==> src/design/dec_1553_pkg.sv <==
/*
 * Widths, word types and bus constants for the 1553 receive decoder.
 * RTL blocks and the testbench refer to these by scoped name.
 */
`default_nettype none

package dec_1553_pkg;

   //////////////////////////////
   // Line timing
   //////////////////////////////

   // dec_clk cycles in one bit cell
   localparam int SAMPLES_PER_BIT = 8;
   localparam int WORD_BITS       = 16;
   localparam int SYNC_VARIANTS   = 4;

   //////////////////////////////
   // Types
   //////////////////////////////

   // Index 0 is the first bit on the bus
   typedef logic [0:WORD_BITS-1] word_t;
   typedef logic [0:4] field_t;
   typedef logic [4:0] bit_idx_t;
   typedef logic [7:0] sample_cnt_t;
   // Three bit cells of samples with the oldest sample at index 0
   typedef logic [0:3*SAMPLES_PER_BIT-1] sync_win_t;

   //////////////////////////////
   // Word layout
   //////////////////////////////

   // Sample count at which data and parity are complete
   localparam sample_cnt_t WORD_END_CNT = 8'd131;
   localparam bit_idx_t    PARITY_BIT   = 5'd16;

   // Last bit cell of each command word field
   localparam bit_idx_t RT_LAST_BIT = 5'd4;
   localparam bit_idx_t TR_BIT      = 5'd5;
   localparam bit_idx_t SA_LAST_BIT = 5'd10;
   localparam bit_idx_t WC_LAST_BIT = 5'd15;

   // Command/status sync as nominal, one sample late, one sample early and short high half
   localparam sync_win_t SYNC_CSW_PATTERNS [SYNC_VARIANTS] =
      '{24'hFFF000, 24'h7FF800, 24'hFFE001, 24'h7FF000};

   // Data sync uses the same variants with the line inverted
   localparam sync_win_t SYNC_DW_PATTERNS [SYNC_VARIANTS] =
      '{24'h000FFF, 24'h8007FF, 24'h001FFE, 24'h800FFF};

endpackage

`default_nettype wire

==> src/design/command_fields.sv <==
/*
 * Pulls the command word fields out of the bit stream while a command
 * sync word is in flight. With BC at 0 the sync marks a status word.
 */
`default_nettype none

module command_fields #(
   parameter bit BC = 1'b1
) (
   input  wire                     dec_clk,
   input  wire                     rst_n,
   input  wire                     bit_in,
   input  wire                     bit_sample,
   input  wire dec_1553_pkg::bit_idx_t bit_idx,
   input  wire                     is_csw,
   input  wire                     lastword,
   output dec_1553_pkg::field_t    rt_address,
   output logic                    tr,
   output dec_1553_pkg::field_t    sub_address,
   output dec_1553_pkg::field_t    dwcnt_mcode
);

   localparam dec_1553_pkg::bit_idx_t SA_FIRST = dec_1553_pkg::TR_BIT + 5'd1;
   localparam dec_1553_pkg::bit_idx_t WC_FIRST = dec_1553_pkg::SA_LAST_BIT + 5'd1;

   logic csw_sample;
   logic cmd_sample;

   function automatic logic in_cells(input dec_1553_pkg::bit_idx_t idx,
                                     input dec_1553_pkg::bit_idx_t first,
                                     input dec_1553_pkg::bit_idx_t last);
      return (idx >= first) && (idx <= last);
   endfunction

   assign csw_sample = is_csw && bit_sample;
   // Status words carry only the RT address in this layout
   assign cmd_sample = csw_sample && BC;

   //////////////////////////////
   // Field capture
   //////////////////////////////

   always_ff @(posedge dec_clk or negedge rst_n) begin
      if (!rst_n) begin
         rt_address <= '0;
      end else if (lastword) begin
         rt_address <= '0;
      end else if (csw_sample && in_cells(bit_idx, '0, dec_1553_pkg::RT_LAST_BIT)) begin
         rt_address <= {rt_address[1:4], bit_in};
      end
   end

   always_ff @(posedge dec_clk or negedge rst_n) begin
      if (!rst_n) begin
         tr <= 1'b0;
      end else if (lastword) begin
         tr <= 1'b0;
      end else if (cmd_sample && (bit_idx == dec_1553_pkg::TR_BIT)) begin
         tr <= bit_in;
      end
   end

   always_ff @(posedge dec_clk or negedge rst_n) begin
      if (!rst_n) begin
         sub_address <= '0;
      end else if (lastword) begin
         sub_address <= '0;
      end else if (cmd_sample && in_cells(bit_idx, SA_FIRST, dec_1553_pkg::SA_LAST_BIT)) begin
         sub_address <= {sub_address[1:4], bit_in};
      end
   end

   // Word count survives lastword
   always_ff @(posedge dec_clk or negedge rst_n) begin
      if (!rst_n) begin
         dwcnt_mcode <= '0;
      end else if (cmd_sample && in_cells(bit_idx, WC_FIRST, dec_1553_pkg::WC_LAST_BIT)) begin
         dwcnt_mcode <= {dwcnt_mcode[1:4], bit_in};
      end
   end

endmodule

`default_nettype wire

==> src/design/dec_1553_core.sv <==
/*
 * Top level of the 1553 receive decoder. Wires the line sampler, word
 * timer, word assembler and command field capture together.
 */
`default_nettype none

module dec_1553_core #(
   // 1 when the decoder listens for commands, 0 for status words
   parameter bit BC = 1'b1
) (
   input  wire                        dec_clk,
   input  wire                        rst_n,
   input  wire                        rx_data,
   input  wire                        lastword,
   output wire dec_1553_pkg::word_t   rx_dword,
   output wire                        rx_dval,
   output wire                        rx_csw,
   output wire                        rx_dw,
   output wire                        rx_perr,
   output wire dec_1553_pkg::field_t  rt_address,
   output wire                        tr,
   output wire dec_1553_pkg::field_t  sub_address,
   output wire dec_1553_pkg::field_t  dwcnt_mcode
);

   wire                          sync_csw;
   wire                          sync_dw;
   wire                          bit_in;
   wire                          word_active;
   wire                          bit_sample;
   wire dec_1553_pkg::bit_idx_t  bit_idx;
   wire                          word_done;

   manchester_sampler u_sampler (
      .dec_clk  (dec_clk),
      .rst_n    (rst_n),
      .rx_data  (rx_data),
      .sync_csw (sync_csw),
      .sync_dw  (sync_dw),
      .bit_in   (bit_in)
   );

   // Word type levels double as the rx_csw and rx_dw outputs
   word_timer u_timer (
      .dec_clk     (dec_clk),
      .rst_n       (rst_n),
      .sync_csw    (sync_csw),
      .sync_dw     (sync_dw),
      .word_active (word_active),
      .bit_sample  (bit_sample),
      .bit_idx     (bit_idx),
      .word_done   (word_done),
      .is_csw      (rx_csw),
      .is_dw       (rx_dw)
   );

   word_assembler u_assembler (
      .dec_clk     (dec_clk),
      .rst_n       (rst_n),
      .bit_in      (bit_in),
      .bit_sample  (bit_sample),
      .word_active (word_active),
      .word_done   (word_done),
      .rx_dword    (rx_dword),
      .rx_dval     (rx_dval),
      .rx_perr     (rx_perr)
   );

   command_fields #(
      .BC (BC)
   ) u_fields (
      .dec_clk     (dec_clk),
      .rst_n       (rst_n),
      .bit_in      (bit_in),
      .bit_sample  (bit_sample),
      .bit_idx     (bit_idx),
      .is_csw      (rx_csw),
      .lastword    (lastword),
      .rt_address  (rt_address),
      .tr          (tr),
      .sub_address (sub_address),
      .dwcnt_mcode (dwcnt_mcode)
   );

endmodule

`default_nettype wire

==> src/design/manchester_sampler.sv <==
/*
 * Line front end of the decoder. Registers rx_data, keeps a three-cell
 * sample window and flags the sync type. The inverted sample feeds the word logic.
 */
`default_nettype none

module manchester_sampler (
   input  wire  dec_clk,
   input  wire  rst_n,
   input  wire  rx_data,
   output logic sync_csw,
   output logic sync_dw,
   output logic bit_in
);

   logic [4:0]                in_sr;
   dec_1553_pkg::sync_win_t   sync_win;
   logic                      line_edge;
   logic                      match_csw;
   logic                      match_dw;
   logic                      match_csw_d;
   logic                      match_dw_d;

   //////////////////////////////
   // Input stages and window
   //////////////////////////////

   // in_sr[0] is the newest sample; the window trails the last stage
   always_ff @(posedge dec_clk or negedge rst_n) begin
      if (!rst_n) begin
         in_sr    <= '0;
         sync_win <= '0;
      end else begin
         in_sr    <= {in_sr[3:0], rx_data};
         sync_win <= {sync_win[1:$high(sync_win)], in_sr[4]};
      end
   end

   // Mid-cell transition of bit 0 lands here as the window fills
   assign line_edge = in_sr[0] ^ in_sr[1];

   //////////////////////////////
   // Sync recognition
   //////////////////////////////

   always_comb begin
      match_csw = 1'b0;
      match_dw  = 1'b0;
      for (int i = 0; i < dec_1553_pkg::SYNC_VARIANTS; i++) begin
         match_csw = match_csw | (sync_win == dec_1553_pkg::SYNC_CSW_PATTERNS[i]);
         match_dw  = match_dw  | (sync_win == dec_1553_pkg::SYNC_DW_PATTERNS[i]);
      end
   end

   // Stretch the match so an edge one sample late still qualifies
   always_ff @(posedge dec_clk or negedge rst_n) begin
      if (!rst_n) begin
         match_csw_d <= 1'b0;
         match_dw_d  <= 1'b0;
      end else begin
         match_csw_d <= match_csw;
         match_dw_d  <= match_dw;
      end
   end

   assign sync_csw = (match_csw | match_csw_d) & line_edge;
   assign sync_dw  = (match_dw  | match_dw_d)  & line_edge;

   // Second half of the cell carries the inverse of the bit
   assign bit_in = ~in_sr[0];

   a_sync_exclusive : assert property (
      @(posedge dec_clk) disable iff (!rst_n)
      !(sync_csw && sync_dw)
   ) else $error("command and data sync seen together");

endmodule

`default_nettype wire

==> src/design/word_assembler.sv <==
/*
 * Shifts in the 16 data bits and the parity bit of a word, then
 * presents the word for one cycle with rx_dval and the odd parity check.
 */
`default_nettype none

module word_assembler (
   input  wire                  dec_clk,
   input  wire                  rst_n,
   input  wire                  bit_in,
   input  wire                  bit_sample,
   input  wire                  word_active,
   input  wire                  word_done,
   output dec_1553_pkg::word_t  rx_dword,
   output logic                 rx_dval,
   output logic                 rx_perr
);

   // Data bits 0 to 15, parity in the last place
   logic [0:dec_1553_pkg::WORD_BITS] shift_sr;

   always_ff @(posedge dec_clk) begin
      if (!word_active) begin
         shift_sr <= '0;
      end else if (bit_sample) begin
         shift_sr <= {shift_sr[1:dec_1553_pkg::WORD_BITS], bit_in};
      end
   end

   // Word shows only in the rx_dval cycle
   always_ff @(posedge dec_clk or negedge rst_n) begin
      if (!rst_n) begin
         rx_dword <= '0;
         rx_dval  <= 1'b0;
         rx_perr  <= 1'b0;
      end else if (word_done) begin
         rx_dword <= shift_sr[0:dec_1553_pkg::WORD_BITS-1];
         rx_dval  <= 1'b1;
         // Odd parity over data plus parity bit
         rx_perr  <= ~(^shift_sr);
      end else begin
         rx_dword <= '0;
         rx_dval  <= 1'b0;
         rx_perr  <= 1'b0;
      end
   end

   a_perr_with_dval : assert property (
      @(posedge dec_clk) disable iff (!rst_n)
      rx_perr |-> rx_dval
   ) else $error("parity error flagged without a valid word");

   a_dval_single : assert property (
      @(posedge dec_clk) disable iff (!rst_n)
      rx_dval |=> !rx_dval
   ) else $error("rx_dval held for more than one cycle");

endmodule

`default_nettype wire

==> src/design/word_timer.sv <==
/*
 * Paces one word after a sync. Runs the sample counter, marks the bit
 * sample points and holds the sync type until the word has been delivered.
 */
`default_nettype none

module word_timer (
   input  wire                    dec_clk,
   input  wire                    rst_n,
   input  wire                    sync_csw,
   input  wire                    sync_dw,
   output logic                   word_active,
   output logic                   bit_sample,
   output dec_1553_pkg::bit_idx_t bit_idx,
   output logic                   word_done,
   output logic                   is_csw,
   output logic                   is_dw
);

   localparam int PHASE_W = $clog2(dec_1553_pkg::SAMPLES_PER_BIT);

   dec_1553_pkg::sample_cnt_t cnt;
   logic                      start;
   logic                      word_done_d;

   assign start = sync_csw | sync_dw;

   // Counter idles at all ones and restarts at zero on every sync
   always_ff @(posedge dec_clk or negedge rst_n) begin
      if (!rst_n) begin
         word_active <= 1'b0;
         cnt         <= '1;
      end else if (start) begin
         word_active <= 1'b1;
         cnt         <= '0;
      end else if (word_done) begin
         word_active <= 1'b0;
         cnt         <= '1;
      end else if (word_active) begin
         cnt <= cnt + 1'b1;
      end
   end

   assign word_done  = word_active && (cnt == dec_1553_pkg::WORD_END_CNT);
   // One sample point per cell, 17 cells in all
   assign bit_sample = word_active && (cnt[PHASE_W-1:0] == '0);

   // Cell index, stays on the parity cell once it gets there
   always_ff @(posedge dec_clk or negedge rst_n) begin
      if (!rst_n) begin
         bit_idx <= '0;
      end else if (start || !word_active) begin
         bit_idx <= '0;
      end else if (bit_sample && (bit_idx < dec_1553_pkg::PARITY_BIT)) begin
         bit_idx <= bit_idx + 1'b1;
      end
   end

   //////////////////////////////
   // Word type
   //////////////////////////////

   always_ff @(posedge dec_clk or negedge rst_n) begin
      if (!rst_n) begin
         is_csw      <= 1'b0;
         is_dw       <= 1'b0;
         word_done_d <= 1'b0;
      end else begin
         word_done_d <= word_done;
         if (sync_csw) begin
            is_csw <= 1'b1;
            is_dw  <= 1'b0;
         end else if (sync_dw) begin
            is_csw <= 1'b0;
            is_dw  <= 1'b1;
         end else if (word_done_d) begin
            // Held through the rx_dval cycle
            is_csw <= 1'b0;
            is_dw  <= 1'b0;
         end
      end
   end

   a_bit_idx_range : assert property (
      @(posedge dec_clk) disable iff (!rst_n)
      word_active |-> (bit_idx <= dec_1553_pkg::PARITY_BIT)
   ) else $error("bit index beyond the parity cell");

endmodule

`default_nettype wire

==> config.mk <==
export PLATFORM = sky130hd
export DESIGN_NAME = dec_1553_core
export DESIGN_NICKNAME = d
export VERILOG_FILES = /design/src/design/dec_1553_pkg.sv /design/src/design/command_fields.sv /design/src/design/dec_1553_core.sv /design/src/design/manchester_sampler.sv /design/src/design/word_assembler.sv /design/src/design/word_timer.sv
export SDC_FILE = /design/constraint.sdc
export NUM_CORES = 1
export LEC_CHECK = 0
export ABC_AREA = 0
export BUFFER_PORTS_ARGS = -buffer_cell sky130_fd_sc_hd__buf_2
export CORE_MARGIN = 1.5
export CORE_UTILIZATION = 52
export DETAILED_ROUTE_END_ITERATION = 8
export GPL_TIMING_DRIVEN = 1
export PLACE_DENSITY = 0.72
export SYNTH_ARGS = -nofsm -noshare
export SYNTH_HDL_FRONTEND = slang
export SYNTH_HIERARCHICAL = 1
export SYNTH_SLANG_ARGS = --single-unit
==> constraint.sdc <==
create_clock -name dec_clk -period 1.75 [get_ports dec_clk]
set_input_delay 0.175 -clock dec_clk [delete_from_list [all_inputs] [get_ports dec_clk]]
set_output_delay 0.175 -clock dec_clk [all_outputs]
set_load 0.01 [all_outputs]
* Word level (Yosys, flattened, before mapping)
Index checks and enable logic that the tools add are counted.
** Operators by class
- Equal/unequal tests :: 10
- Reduce and logical (&&, ||, !) cells :: 22
- Multiplexer cells :: 21
- Bitwise gates (word level) :: 14
- Magnitude comparators :: 7
- $add $sub $neg :: 2
** Operators with widths (number)
- 24-bit == test (second input constant) :: 4
- 24-bit by 23-bit == test with 1-bit output (second input constant) :: 2
- 5-bit two-way mux :: 6
- 24-bit by 12-bit == test with 1-bit output (second input constant) :: 1
- 24-bit by 13-bit == test with 1-bit output (second input constant) :: 1
- 8-bit two-way mux :: 3
- 17-bit XOR reduction :: 1
- 16-bit two-way mux :: 1
- 1-bit logical AND :: 11
- 1-bit two-way mux :: 11
- 5-bit by 4-bit <= comparator with 1-bit output (second input constant) :: 2
- 2-bit nonzero test :: 5
- 1-bit OR :: 9
- 8-bit by 1-bit adder with 8-bit output (second input constant) :: 1
- 8-bit == test (second input constant) :: 1
- 3-bit nonzero test :: 2
- 5-bit by 1-bit adder with 5-bit output (second input constant) :: 1
- 5-bit by 3-bit == test with 1-bit output (second input constant) :: 1
- 5-bit by 1-bit >= comparator with 1-bit output (second input constant) :: 1
- 5-bit by 3-bit >= comparator with 1-bit output (second input constant) :: 1
- 5-bit by 4-bit >= comparator with 1-bit output (second input constant) :: 1
- 5-bit by 3-bit <= comparator with 1-bit output (second input constant) :: 1
- 5-bit < comparator (second input constant) :: 1
- 3-bit logical NOT :: 1
- 5 further kinds :: 7
** Word-level totals
- Bits of input ports :: 4
- Word-level logic and storage cells :: 94
- Output and inout port bits :: 36
- Register bits :: 99

* Depth between registers and ports, before layout
Gate-level depths: netlist of the first run.
- Depth after elaboration :: 9
- Gate-level depth with buffers :: 7
- Mapped depth without buffers :: 7

* By module
The synthesis of the first run kept the hierarchy.
** Modules (own cells, without submodules)
- word_assembler :: cells each 105, area an instance 1355.0 µm², times used 1, sequential area each 790.8 µm²
- manchester_sampler :: cells each 59, area an instance 984.7 µm², times used 1, sequential area each 775.7 µm²
- word_timer :: cells each 91, area an instance 923.4 µm², times used 1, sequential area each 435.4 µm²
- command_fields :: cells each 57, area an instance 763.2 µm², times used 1, sequential area each 400.4 µm²

* Least setup slack after synthesis of the first run
Ideal clock, no wire load.
- Path kind :: register to register
- From :: register u_timer.cnt[0]
- To :: register u_fields.dwcnt_mcode[0]
- Cell stages (with the launch flop) :: 8
- Data required time :: 1.625 ns
- Period minus slack after synthesis :: 1.877 ns
- Arrival time :: 1.752 ns
- Setup slack :: -0.127 ns
- Buffers on the path :: 1
- Setup time :: 0.125 ns
- Cells stage by stage :: dfstp_2 > inv_1 > ha_1 > and3b_1 > nand3b_4 > or3b_1 > buf_6 > mux2_4
** On the way
- Word-level cells in the longest chain between the ends :: 4
** RTL lines
- from (decl) :: line word_timer.sv:22 : dec_1553_pkg::sample_cnt_t cnt;
- from (signal assigned) :: line word_timer.sv:40 : cnt <= cnt + 1'b1;
- 3-bit logical NOT :: line word_timer.sv:46 : assign bit_sample = word_active && (cnt[PHASE_W-1:0] == '0);
- 1-bit logical AND :: line word_timer.sv:46
- net bit_sample :: line dec_1553_core.sv:30 : wire bit_sample;
- 1-bit logical AND :: line command_fields.sv:35 : assign csw_sample = is_csw && bit_sample;
- 1-bit logical AND :: line command_fields.sv:77 : end else if (cmd_sample && in_cells(bit_idx, WC_FIRST, dec_1553_pkg::WC_LAST_BIT)) begin
- to (signal assigned) :: line command_fields.sv:78 : dwcnt_mcode <= {dwcnt_mcode[1:4], bit_in};
- to (decl) :: line command_fields.sv:20 : output dec_1553_pkg::field_t dwcnt_mcode
The timed path passes the listed nets, and every way through them passes these cells.
A chain may end at the register's enable or synchronous reset.

* Worst setup path in the final report of the first run
- From :: register u_sampler.sync_win[12]
- To :: register u_timer.cnt[1]
** On the way
- Word-level cells in the longest chain between the ends :: 8
- Elaborated cells between the ends (all ways) :: 21
- Classes of those cells :: eq/ne: 8; mux: 1; bitwise: 11; reduce/logical: 1
** RTL lines
- from (decl) :: line manchester_sampler.sv:17 : dec_1553_pkg::sync_win_t sync_win;
- from (signal assigned) :: line manchester_sampler.sv:35 : sync_win <= {sync_win[1:$high(sync_win)], in_sr[4]};
- 24-bit by 12-bit == test with 1-bit output / 24-bit == test (equally long branches) :: line manchester_sampler.sv:51 : match_dw = match_dw | (sync_win == dec_1553_pkg::SYNC_DW_PATTERNS[i]);
- 1-bit OR (2 in series) :: line manchester_sampler.sv:51
- 1-bit OR * :: line manchester_sampler.sv:51
- 1-bit OR * :: line manchester_sampler.sv:67 : assign sync_dw = (match_dw | match_dw_d) & line_edge;
- 1-bit AND * :: line manchester_sampler.sv:67
- net sync_dw :: line dec_1553_core.sv:27 : wire sync_dw;
- 1-bit OR * :: line word_timer.sv:26 : assign start = sync_csw | sync_dw;
- 3-bit nonzero test (no source line) / 8-bit two-way mux (equally long branches)
The timed path passes the listed nets; every way through them passes the cells marked *.

==> results of run 1 <==
-- final cells by class --
| class | count | area [µm²] |
|---|---|---|
| sequential | 99 | 2402 |
| multi-input combinational | 193 | 1662 |
| clock inverter | 5 | 62.56 |
| timing repair buffer | 77 | 523.0 |
| inverter | 12 | 50.05 |
| clock buffer | 11 | 131.4 |
| fill | 546 | 2415 |
| tap | 99 | 123.9 |
-- synthesized netlist by cell type (2+ instances only) --
library cell  number
and2_1            15
nand2b_1          13
buf_2              3
inv_1             12
o211ai_1           3
a211oi_1           2
clkbuf_1           4
dfrtp_1           74
a31oi_1            2
xnor3_1            2
xnor2_1           10
mux2_4             5
xor2_1             3
a21oi_1           11
nand2_1            7
nand4b_1           2
dfstp_2            8
nand4_1            6
and3b_1            2
a21o_1             2
nor2b_1           18
nor4_1             2
o21ai_0            7
dfxtp_1           17
nor2_1            10
and4b_1            2
ha_1               3
nand3_1            4
mux2i_1           29
or3_1              2
nand3b_1           2
-- flip-flops by register name, summed over array words and instances, names as in the netlist, 5 cells and up --
signal,cells
u_assembler/rx_dword,16
u_fields/sub_address,5
u_fields/rt_address,5
u_sampler/in_sr,5
u_sampler/sync_win,24
u_timer/cnt,8
u_assembler/shift_sr,17
u_timer/bit_idx,5
u_fields/dwcnt_mcode,5
-- how the worst min path moves through the flow --
stage,from,end,slack (ns),depth (start not counted)
after floorplan,rst_n,u_assembler/rx_dval,-0.12,0
after global placement,rst_n,u_sampler/sync_win[17],0.15,1
after detailed placement,rst_n,u_sampler/sync_win[8],0.14,1
after CTS,lastword,u_fields/tr,0.20,3
after global routing,lastword,u_fields/tr,0.26,3
final,lastword,u_fields/tr,0.22,3
-- logic make-up (layout without fill, tap and decap cells) --
group | count (synthesis) | in the layout
XOR/XNOR | 16 | 16
adder cells (fa/ha/maj) | 3 | 3
buffers and inverters | 21 | 105
multiplexers | 35 | 35
AND/OR/NAND/NOR | 101 | 102
flip-flops | 99 | 99
AO/OA/AOI/OAI | 37 | 37
-- power by group --
part | total, mW | internal, mW | leakage (nW) | switching [mW]
combinational | 0.114 | 0.0504 | 0.966 | 0.0639
clock | 1.43 | 0.669 | 0.0901 | 0.762
sequential | 2.35 | 2.32 | 1.19 | 0.0301
total | 3.89 | 3.04 | 2.24 | 0.856
-- per-layer routing --
layer / part of all wire (%) / GRT usage, % / vias to the layer above
met5: 0 / 0 / -
li1: - / - / 1243
met1: 47 / 26.35 / 1303
met3: 3.6 / 3.601 / 12
met2: 47 / 29.23 / 49
met4: 1.9 / 8.203 / 0
-- through the flow --
| step | instances | util [%] | setup WS [ns] |
|---|---|---|---|
| global placement | 467 | 61.73 | -0.04587 |
| detailed placement | 467 | 61.73 | -0.1630 |
| global route | 496 | 67.23 | -0.1265 |
| CTS | 493 | 65.69 | -0.05715 |
| finish | 496 | 67.23 | -0.04804 |
| floorplan | 312 | - | -0.04842 |
-- worst max-delay path, delay by kind of cell (launching register included) --
kind / cells / cell delay [ns]
flip-flops: 1 / 0.42
multiplexers: 1 / 0.32
AND/OR/NAND/NOR: 1 / 0.21
AO/OA/AOI/OAI: 4 / 0.49
buffers and inverters: 2 / 0.29
-- what timing repair did --
action / 4_1_cts / 5_1_grt
setup buffers: 7 / 3
hold buffers: 2 / 0
gates cloned: 1 / 0
gates resized for setup: 9 / 21
endpoints found under the hold margin: 27 / 0
endpoints found under the setup margin: 33 / 33
pin swaps: 7 / 7
==> qor.yml, run 1 <==
status: "finished, violations left"
violations: "negative setup slack"
critPathMaxFanout: 5
wl_per_cell_um: 14.80
vias: 2607
fmax_mhz: 556.2
syn_nets: 319
r2r_cells: 8
power_leakage_nw: 2.243
synth_ff_type: "dfrtp_1"
dieArea_um2: 8280
synth_xor_xnor_area_share_pct: 4.351
yosys.area_share.adder_pct: 0.9323
max-cap-violations: 0
skew_ns: 0.009481
die_x_um: 91.00
diodes: 0
clock_sinks: 99
synth_top_family_by_area: "simple AND/OR/NAND/NOR gates"
fin_ws_ns: -0.04804
synth_simple_gate_area_share_pct: 17.28
cts_buffers: 9
synth_cell_types: 61
final_cell_mix: "dfrtp_1, buf_2, buf_4, mux2i_1, nor2b_1"
timing.rr.end: "u_timer/cnt[1]"
drc: 0
fin_crit_ns: 1.798
dieHeight_um: 91.00
drt-total-wl_um: 7343
first_pass_iters: 4
io_pins: 40
synth_edf_count: 0
path_cells: "mux2_4, a211oi_2, a211oi_2, buf_4, nor2_4, buf_6, o21ai_1, a21oi_1"
antenna_found_initial: 0
yosys_warnings: 6
synth-compound-area-share_pct: 6.091
synth-seq-cells: 99
cp_slowest_cell: "dfrtp_1"
hpwl_um: 4868
grt_pass1_vias: 2615
viasPerCell: 5.256
initial_core_util_pct: 54.63
stdcell_area_um2: 4955
drive_above_1_share_pct: 34.76
cp.arrival_ns: 2.09
grt.overflow.total: 0
cts_root_buf: "clkbuf_8"
antenna_violating_nets_post_route: 0
cp-end-kind: "register"
worstMarginPinSlew_ns: 0.4397
crit_end: "u_timer/cnt[1]"
r2r_start: "u_sampler/sync_win[12]"
setup_violations: 9
grt_pass1_wl_um: 12320
fin_worst_hold_slack_ns: 0.2201
grt.total_usage_pct: 18.98
timing.slew.headroom_pct: 70.42
vdd_drop_max_v: 0.0004021
layout.nets: 399
worstSetupStartpoint: "u_sampler/sync_win[12]"
synth_area_per_cell_um2: 12.91
synth_area_leaders: "dfrtp_1, dfxtp_1, mux2i_1"
synth.largest_area_cell: "dfrtp_1"
cts_buffer_depth: 2
finalHoldViolations: 0
finalPower_mw: 3.893
cts_tree: "built"
num_rows: 31
hold_path_class: "primary input to register"
netlist_instances: 312
synthMuxAreaShare_pct: 9.354
drt_iter0_drc: 69
finalCritPeriodShare_pct: 102.7
rsz0062_at_grt: "true"
htreeDepth: 3
yosys.area.top_type_share_pct: 45.99
synthArstFlopShare_pct: 82.83
io_buffer_count: 39
start_kind: "register"
clock_latency_ns: 0.36
gp_congestion: 0.8003
ys_seq_area_share_pct: 59.66
path_common_cell: "a211oi_2"
clkTransAtPathRegs_ns: 0.09
required_ns: 2.04
path_class: "register to register"
areaGrowthSynthToFinish_pct: 23.06
coreArea_um2: 7370
final_common_cell: "dfrtp_1"
reg2reg_slack_ns: -0.05
synth.cell_area_um2: 4026
place_area_um2: 4549
critical_path.max_stage_delay_ns: 0.42
powerDensity_nw_per_um2: 785.7
slew_violations: 0
tns_ns: -0.1990
grt_max_degree: 35
(Power assumes the default switching activity.)
==> run 2: changes to the inputs <==
--- a/config.mk
+++ b/config.mk
@@ -7,7 +7,7 @@
 export LEC_CHECK = 0
 export ABC_AREA = 0
 export BUFFER_PORTS_ARGS = -buffer_cell sky130_fd_sc_hd__buf_2
-export CORE_MARGIN = 1.5
+export CORE_MARGIN = 5
 export CORE_UTILIZATION = 52
 export DETAILED_ROUTE_END_ITERATION = 8
 export GPL_TIMING_DRIVEN = 1
==> qor.yml, run 2 (same netlist as run 1, synthesis figures left out) <==
skew_ns: 0.009671  # +0.0001898 ns
grt_busiest_layer: "met2"
fillers: 582  # +6.6%
critPathMaxFanout: 5  # unchanged
power_leakage_nw: 2.252  # +0.41%
setup_violations: 10  # +1
cp_slowest_cell: "or4_4"
finalHoldViolations: 0  # unchanged
fin_ws_ns: -0.04730  # +0.0007483 ns
r2r_start: "u_sampler/sync_win[2]"
timing.rr.end: "u_timer/bit_idx[0]"
htreeDepth: 3  # unchanged
fmax_mhz: 556.4  # about the same
diodes: 0  # unchanged
pwr-share-seq_pct: 58.9  # -1.4 points
post-place-ws_ns: -0.1210  # +0.04192 ns
swShare_pct: 23.20  # +1.2 points
clkTransAtPathRegs_ns: 0.10  # about the same
path_cells: "or4_4, nor4_4, o21ba_4, nor2_4, nand2_2, nor2_1"
grt.total_usage_pct: 16.24  # -2.7 points
layout.nets: 398  # -0.25%
grt_max_degree: 36  # +2.9%
dieHeight_um: 98.00  # +7.7%
met1_usage_pct: 21.90  # -4.4 points
cp.arrival_ns: 2.05  # -0.04 ns
p_comb_share_pct: 2.9  # about the same
fin_crit_ns: 1.797  # -0.0007483 ns
viasPerCell: 5.223  # -0.63%
required_ns: 2.00  # -0.04 ns
critical_path.max_stage_delay_ns: 0.55  # +0.13 ns
largest-register: "u_sampler/sync_win"
antenna_violating_nets_post_route: 0  # unchanged
io_pins: 40  # unchanged
tns_ns: -0.2548  # -0.05579 ns
path_class: "register to register"
status: "finished, violations left"
fin_worst_hold_slack_ns: 0.1951  # -0.02497 ns
rsz0062_at_grt: "true"
drt_iter0_drc: 92  # +33%
cp-end-kind: "register"
violations: "negative setup slack"
drive_above_1_share_pct: 36.87  # +2.1 points
die_x_um: 98.00  # +7.7%
r2r_cells: 6  # -2
p_switching_mw: 0.9230  # +7.8%
vias: 2601  # -0.23%
max-cap-violations: 0  # unchanged
dieArea_um2: 9603  # +16%
final_common_cell: "dfrtp_1"
grt_pass1_vias: 2650  # +1.3%
drc: 0  # unchanged
worstSetupStartpoint: "u_sampler/sync_win[2]"
powerDensity_nw_per_um2: 792.7  # +0.89%
initial_core_util_pct: 52.65  # -2.0 points
grt_pass1_wl_um: 12660  # +2.7%
crit_end: "u_timer/bit_idx[0]"
use_met3_pct: 5.071  # +1.5 points
cts_tree: "built"
final_cell_mix: "dfrtp_1, buf_2, buf_4, mux2i_1, nor2b_1"
io_buffer_count: 39  # unchanged
worstMarginPinSlew_ns: 0.4605  # +0.02088 ns
grt.overflow.total: 0  # unchanged
start_kind: "register"
hold_path_depth: 3  # unchanged
first_pass_iters: 4  # unchanged
cts_buffers: 9  # unchanged
slew_violations: 0  # unchanged
postLayoutCoreUtil_pct: 65.63  # -1.6 points
coreArea_um2: 7647  # +3.8%
hpwl_um: 4822  # -0.93%
gp_congestion: 0.8359  # +4.4%
timing.slew.headroom_pct: 69.30  # -1.1 points
finalCritPeriodShare_pct: 102.7  # about the same
p_int_mw: 3.055  # +0.62%
p_clk_share_pct: 38.1  # +1.3 points
num_rows: 32  # +3.2%
placedCellCount: 470  # +0.64%
clock_latency_ns: 0.36  # about the same
clock_sinks: 99  # unchanged
cts_buffer_depth: 2  # unchanged
layoutNonFillerInstCount: 498  # +0.40%
top_regs: "u_sampler/sync_win x24, u_assembler/shift_sr x17, u_assembler/rx_dword x16"
largest_reg_flops: 24  # unchanged
drt-total-wl_um: 7526  # +2.5%
reg2reg_slack_ns: -0.05  # about the same
areaGrowthSynthToFinish_pct: 24.64
hold_path_class: "primary input to register"
grt_util_met2_pct: 25.39  # -3.8 points
wl_per_cell_um: 15.11  # +2.1%
cts_root_buf: "clkbuf_8"
vdd_drop_max_v: 0.0006951  # +73%
antenna_found_initial: 0  # unchanged
## run 2: area by class of cell
cell class	count	area, µm²	area share [%]
clock buffer	9	123.9	2.468
clock inverter	7	83.83	1.670
inverter	12	47.55	0.9474
multi-input combinational	193	1687	33.61
sequential	99	2402	47.87
tap	102	127.6	2.543
timing repair buffer	76	546.8	10.90
## run 2: repair_timing
item,CTS,global route
gates cloned,1,1
pin swaps,8,6
resized for setup,10,21
setup buffers,2,6
endpoints found under the hold margin,32,0
endpoints found under the setup margin,21,29
hold buffers,2,0
## run 2: layer usage
| metal | up-vias | wire [µm] | share of wire (%) |
|---|---|---|---|
| met4 | 0 | 71 | 0.94 |
| met1 | 1310 | 3543 | 47 |
| li1 | 1248 | - | - |
| met5 | - | 0 | 0 |
| met2 | 37 | 3626 | 48 |
| met3 | 6 | 285 | 3.8 |
## run 2: how the worst min path moves through the flow
stage | from | endpoint | slack (ns)
floorplan | rst_n | u_assembler/rx_dval | -0.12
global placement | rst_n | u_sampler/sync_win[8] | 0.15
detailed placement | rst_n | u_sampler/sync_win[8] | 0.16
CTS | lastword | u_fields/tr | 0.18
global route | lastword | u_fields/rt_address[4] | 0.21
finish | lastword | u_fields/tr | 0.20
## run 2: critical path: cells and delay by family, from the launching register on
family | cells | cell delay, ns
AND/OR/NAND/NOR | 5 | 1.09
flip-flops | 1 | 0.39
AO/OA/AOI/OAI | 1 | 0.22
## run 2: metrics by stage
stage | total power [mW] | cell area (µm²)
final | 3.978 | 5019
after global routing | 4.155 | 5019
after CTS | 4.025 | 4848
after detailed placement | 2.493 | 4566
after global placement | 2.491 | 4566
after floorplan | 2.414 | 4073
## run 2: power by group through the flow
stage / Clock (mW) / Combinational (mW) / Sequential (mW)
final: 1.52 / 0.116 / 2.34
after global routing: 1.67 / 0.131 / 2.35
after CTS: 1.57 / 0.114 / 2.34
after detailed placement: 0 / 0.105 / 2.39
after global placement: 0 / 0.104 / 2.39
after floorplan: 0 / 0.0323 / 2.38
==> run 3: changes to the inputs <==
--- a/config.mk
+++ b/config.mk
@@ -7,6 +7,7 @@
 export LEC_CHECK = 0
 export ABC_AREA = 0
 export BUFFER_PORTS_ARGS = -buffer_cell sky130_fd_sc_hd__buf_2
+export CAP_MARGIN = 20
 export CORE_MARGIN = 5
 export CORE_UTILIZATION = 52
 export DETAILED_ROUTE_END_ITERATION = 8
==> constraint.sdc (replaced) <==
create_clock -name dec_clk -period 1.75 [get_ports dec_clk]
set_input_delay 0.0875 -clock dec_clk [delete_from_list [all_inputs] [get_ports dec_clk]]
set_output_delay 0.0875 -clock dec_clk [all_outputs]
set_load 0.01 [all_outputs]
==> qor.yml, run 3 (same netlist as run 1, synthesis figures left out) <==
status: "finished, violations left"
violations: "negative setup slack"
timing.slew.headroom_pct: 71.59  # +2.3 points
antenna_violating_nets_post_route: 0  # unchanged
num_rows: 32  # unchanged
top_regs: "u_sampler/sync_win x24, u_assembler/shift_sr x17, u_assembler/rx_dword x16"
largest_reg_flops: 24  # unchanged
io_buffer_count: 39  # unchanged
postLayoutCoreUtil_pct: 64.86  # -0.77 points
initial_core_util_pct: 52.65  # unchanged
largest-register: "u_sampler/sync_win"
grt.overflow.total: 0  # unchanged
powerDensity_nw_per_um2: 791.7  # -0.12%
drc: 0  # unchanged
drt-total-wl_um: 7334  # -2.6%
diodes: 0  # unchanged
cts_buffers: 9  # unchanged
wl_met1_um: 3350  # -5.4%
final_common_cell: "dfrtp_1"
hpwl_um: 4972  # +3.1%
fin_worst_hold_slack_ns: 0.1086  # -0.08644 ns
htreeDepth: 3  # unchanged
die_x_um: 98.00  # unchanged
start_kind: "register"
finalCritPeriodShare_pct: 106.3  # +3.6 points
max-cap-violations: 0  # unchanged
fin_crit_ns: 1.859  # +0.06213 ns
grt_pass1_wl_um: 12750  # +0.71%
clock_latency_ns: 0.36  # about the same
fmax_mhz: 537.8  # -3.3%
finalHoldViolations: 0  # unchanged
grt_pass1_vias: 2667  # +0.64%
setup_violations: 10  # unchanged
worstMarginPinSlew_ns: 0.4231  # -0.03748 ns
grt.total_usage_pct: 16.41  # +0.17 points
path_class: "register to register"
cts_tree: "built"
drt_iter0_drc: 73  # -21%
fillers: 578  # -0.69%
clkTransAtPathRegs_ns: 0.09  # about the same
dieArea_um2: 9603  # unchanged
antenna_found_initial: 0  # unchanged
vias: 2591  # -0.38%
vdd_drop_max_v: 0.0006407  # -7.8%
rsz0062_at_grt: "true"
gp_congestion: 0.8547  # +2.2%
clock_sinks: 99  # unchanged
viasPerCell: 5.192  # -0.58%
slew_violations: 0  # unchanged
fin_ws_ns: -0.1094  # -0.06213 ns
io_pins: 40  # unchanged
drive_above_1_share_pct: 34.01  # -2.9 points
layout.nets: 399  # +0.25%
grt_max_degree: 35  # -2.8%
cp-end-kind: "register"
post-place-ws_ns: -0.1468  # -0.02578 ns
cts_buffer_depth: 2  # unchanged
wl_per_cell_um: 14.70  # -2.7%
met2_length_um: 3566  # -1.7%
critPathMaxFanout: 7  # +2
power_leakage_nw: 2.247  # -0.20%
areaGrowthSynthToFinish_pct: 23.18
coreArea_um2: 7647  # unchanged
wl_met3_um: 324  # +14%
final_cell_mix: "dfrtp_1, buf_2, buf_4, mux2i_1, nor2b_1"
cts_root_buf: "clkbuf_8"
hold_path_class: "primary input to register"
finalPower_mw: 3.927  # -1.3%
skew_ns: 0.01067  # +0.001003 ns
required_ns: 1.99  # about the same
highest_layer: "met4"
dieHeight_um: 98.00  # unchanged
cp.arrival_ns: 2.10  # +0.05 ns
first_pass_iters: 6  # +2
-- run 3: changes by cell type in the layout (fill, tap and decap cells not counted), moves of 2 or more --
cell	before	now
buf_6	3	6
a211oi_4	0	2
a211oi_2	3	1
clkinv_4	2	0
buf_4	29	31
a21oi_1	7	9
buf_12	3	1
a21oi_2	4	2
inv_6	2	0
nor4b_2	2	0
-- run 3: worst paths after layout --
kind	slack (ns)	end	cells past startpoint	start
worst max register to register	-0.11	u_timer/bit_idx[3]	7	u_sampler/sync_win[1]
max in group asynchronous	0.87	u_timer/cnt[6]	3	rst_n
worst min-delay path	0.11	u_fields/rt_address[4]	3	lastword
worst max-delay path	-0.11	u_timer/bit_idx[3]	7	u_sampler/sync_win[1]
min in group asynchronous	0.20	u_sampler/sync_win[10]	2	rst_n
worst min register to register	0.35	u_sampler/in_sr[3]	0	u_sampler/in_sr[2]
-- run 3: final cells by class --
class / count / area, µm² / share of cell area (%)
inverter: 12 / 45.04 / 0.9082
multi-input combinational: 192 / 1652 / 33.30
tap: 102 / 127.6 / 2.573
clock inverter: 5 / 61.31 / 1.236
timing repair buffer: 78 / 530.5 / 10.70
clock buffer: 11 / 141.4 / 2.851
sequential: 99 / 2402 / 48.44
-- run 3: per-layer routing --
| metal | track usage, % | up-vias |
|---|---|---|
| met3 | 5.214 | 10 |
| met1 | 21.65 | 1287 |
| li1 | - | 1243 |
| met5 | 0 | - |
| met2 | 26.07 | 51 |
| met4 | 5.005 | 0 |
-- run 3: critical path, cell delays in order, from the launching register on --
cell and delay, ns:
dfrtp_1 0.39, or4_4 0.54, nor4_4 0.30, o21ba_4 0.18, nor2_4 0.06, buf_6 0.14, nand2_4 0.08, a21oi_1 0.05
-- run 3: power breakdown --
part	total [mW]	internal [mW]	switching (mW)
sequential	2.34	2.32	0.0280
combinational	0.126	0.0566	0.0692
clock	1.46	0.708	0.749
total	3.93	3.08	0.846
-- run 3: timing repair --
action / 4_1_cts / 5_1_grt
gates cloned: 0 / 0
endpoints found under the hold margin: 31 / 0
setup endpoints to repair: 19 / 30
buffers inserted: 3 / 6
resized for setup: 12 / 12
hold buffers: 2 / 0
pin swaps: 7 / 10
-- run 3: per-stage QoR --
stage / TNS, ns / cells / cell area, µm²
2_1_floorplan: -0.3761 / 312 / 4073
3_3_place_gp: -0.2900 / 473 / 4576
3_5_place_dp: -1.052 / 473 / 4576
4_1_cts: -0.4593 / 494 / 4863
5_1_grt: -2.097 / 499 / 4960
6_report: -0.7604 / 499 / 4960
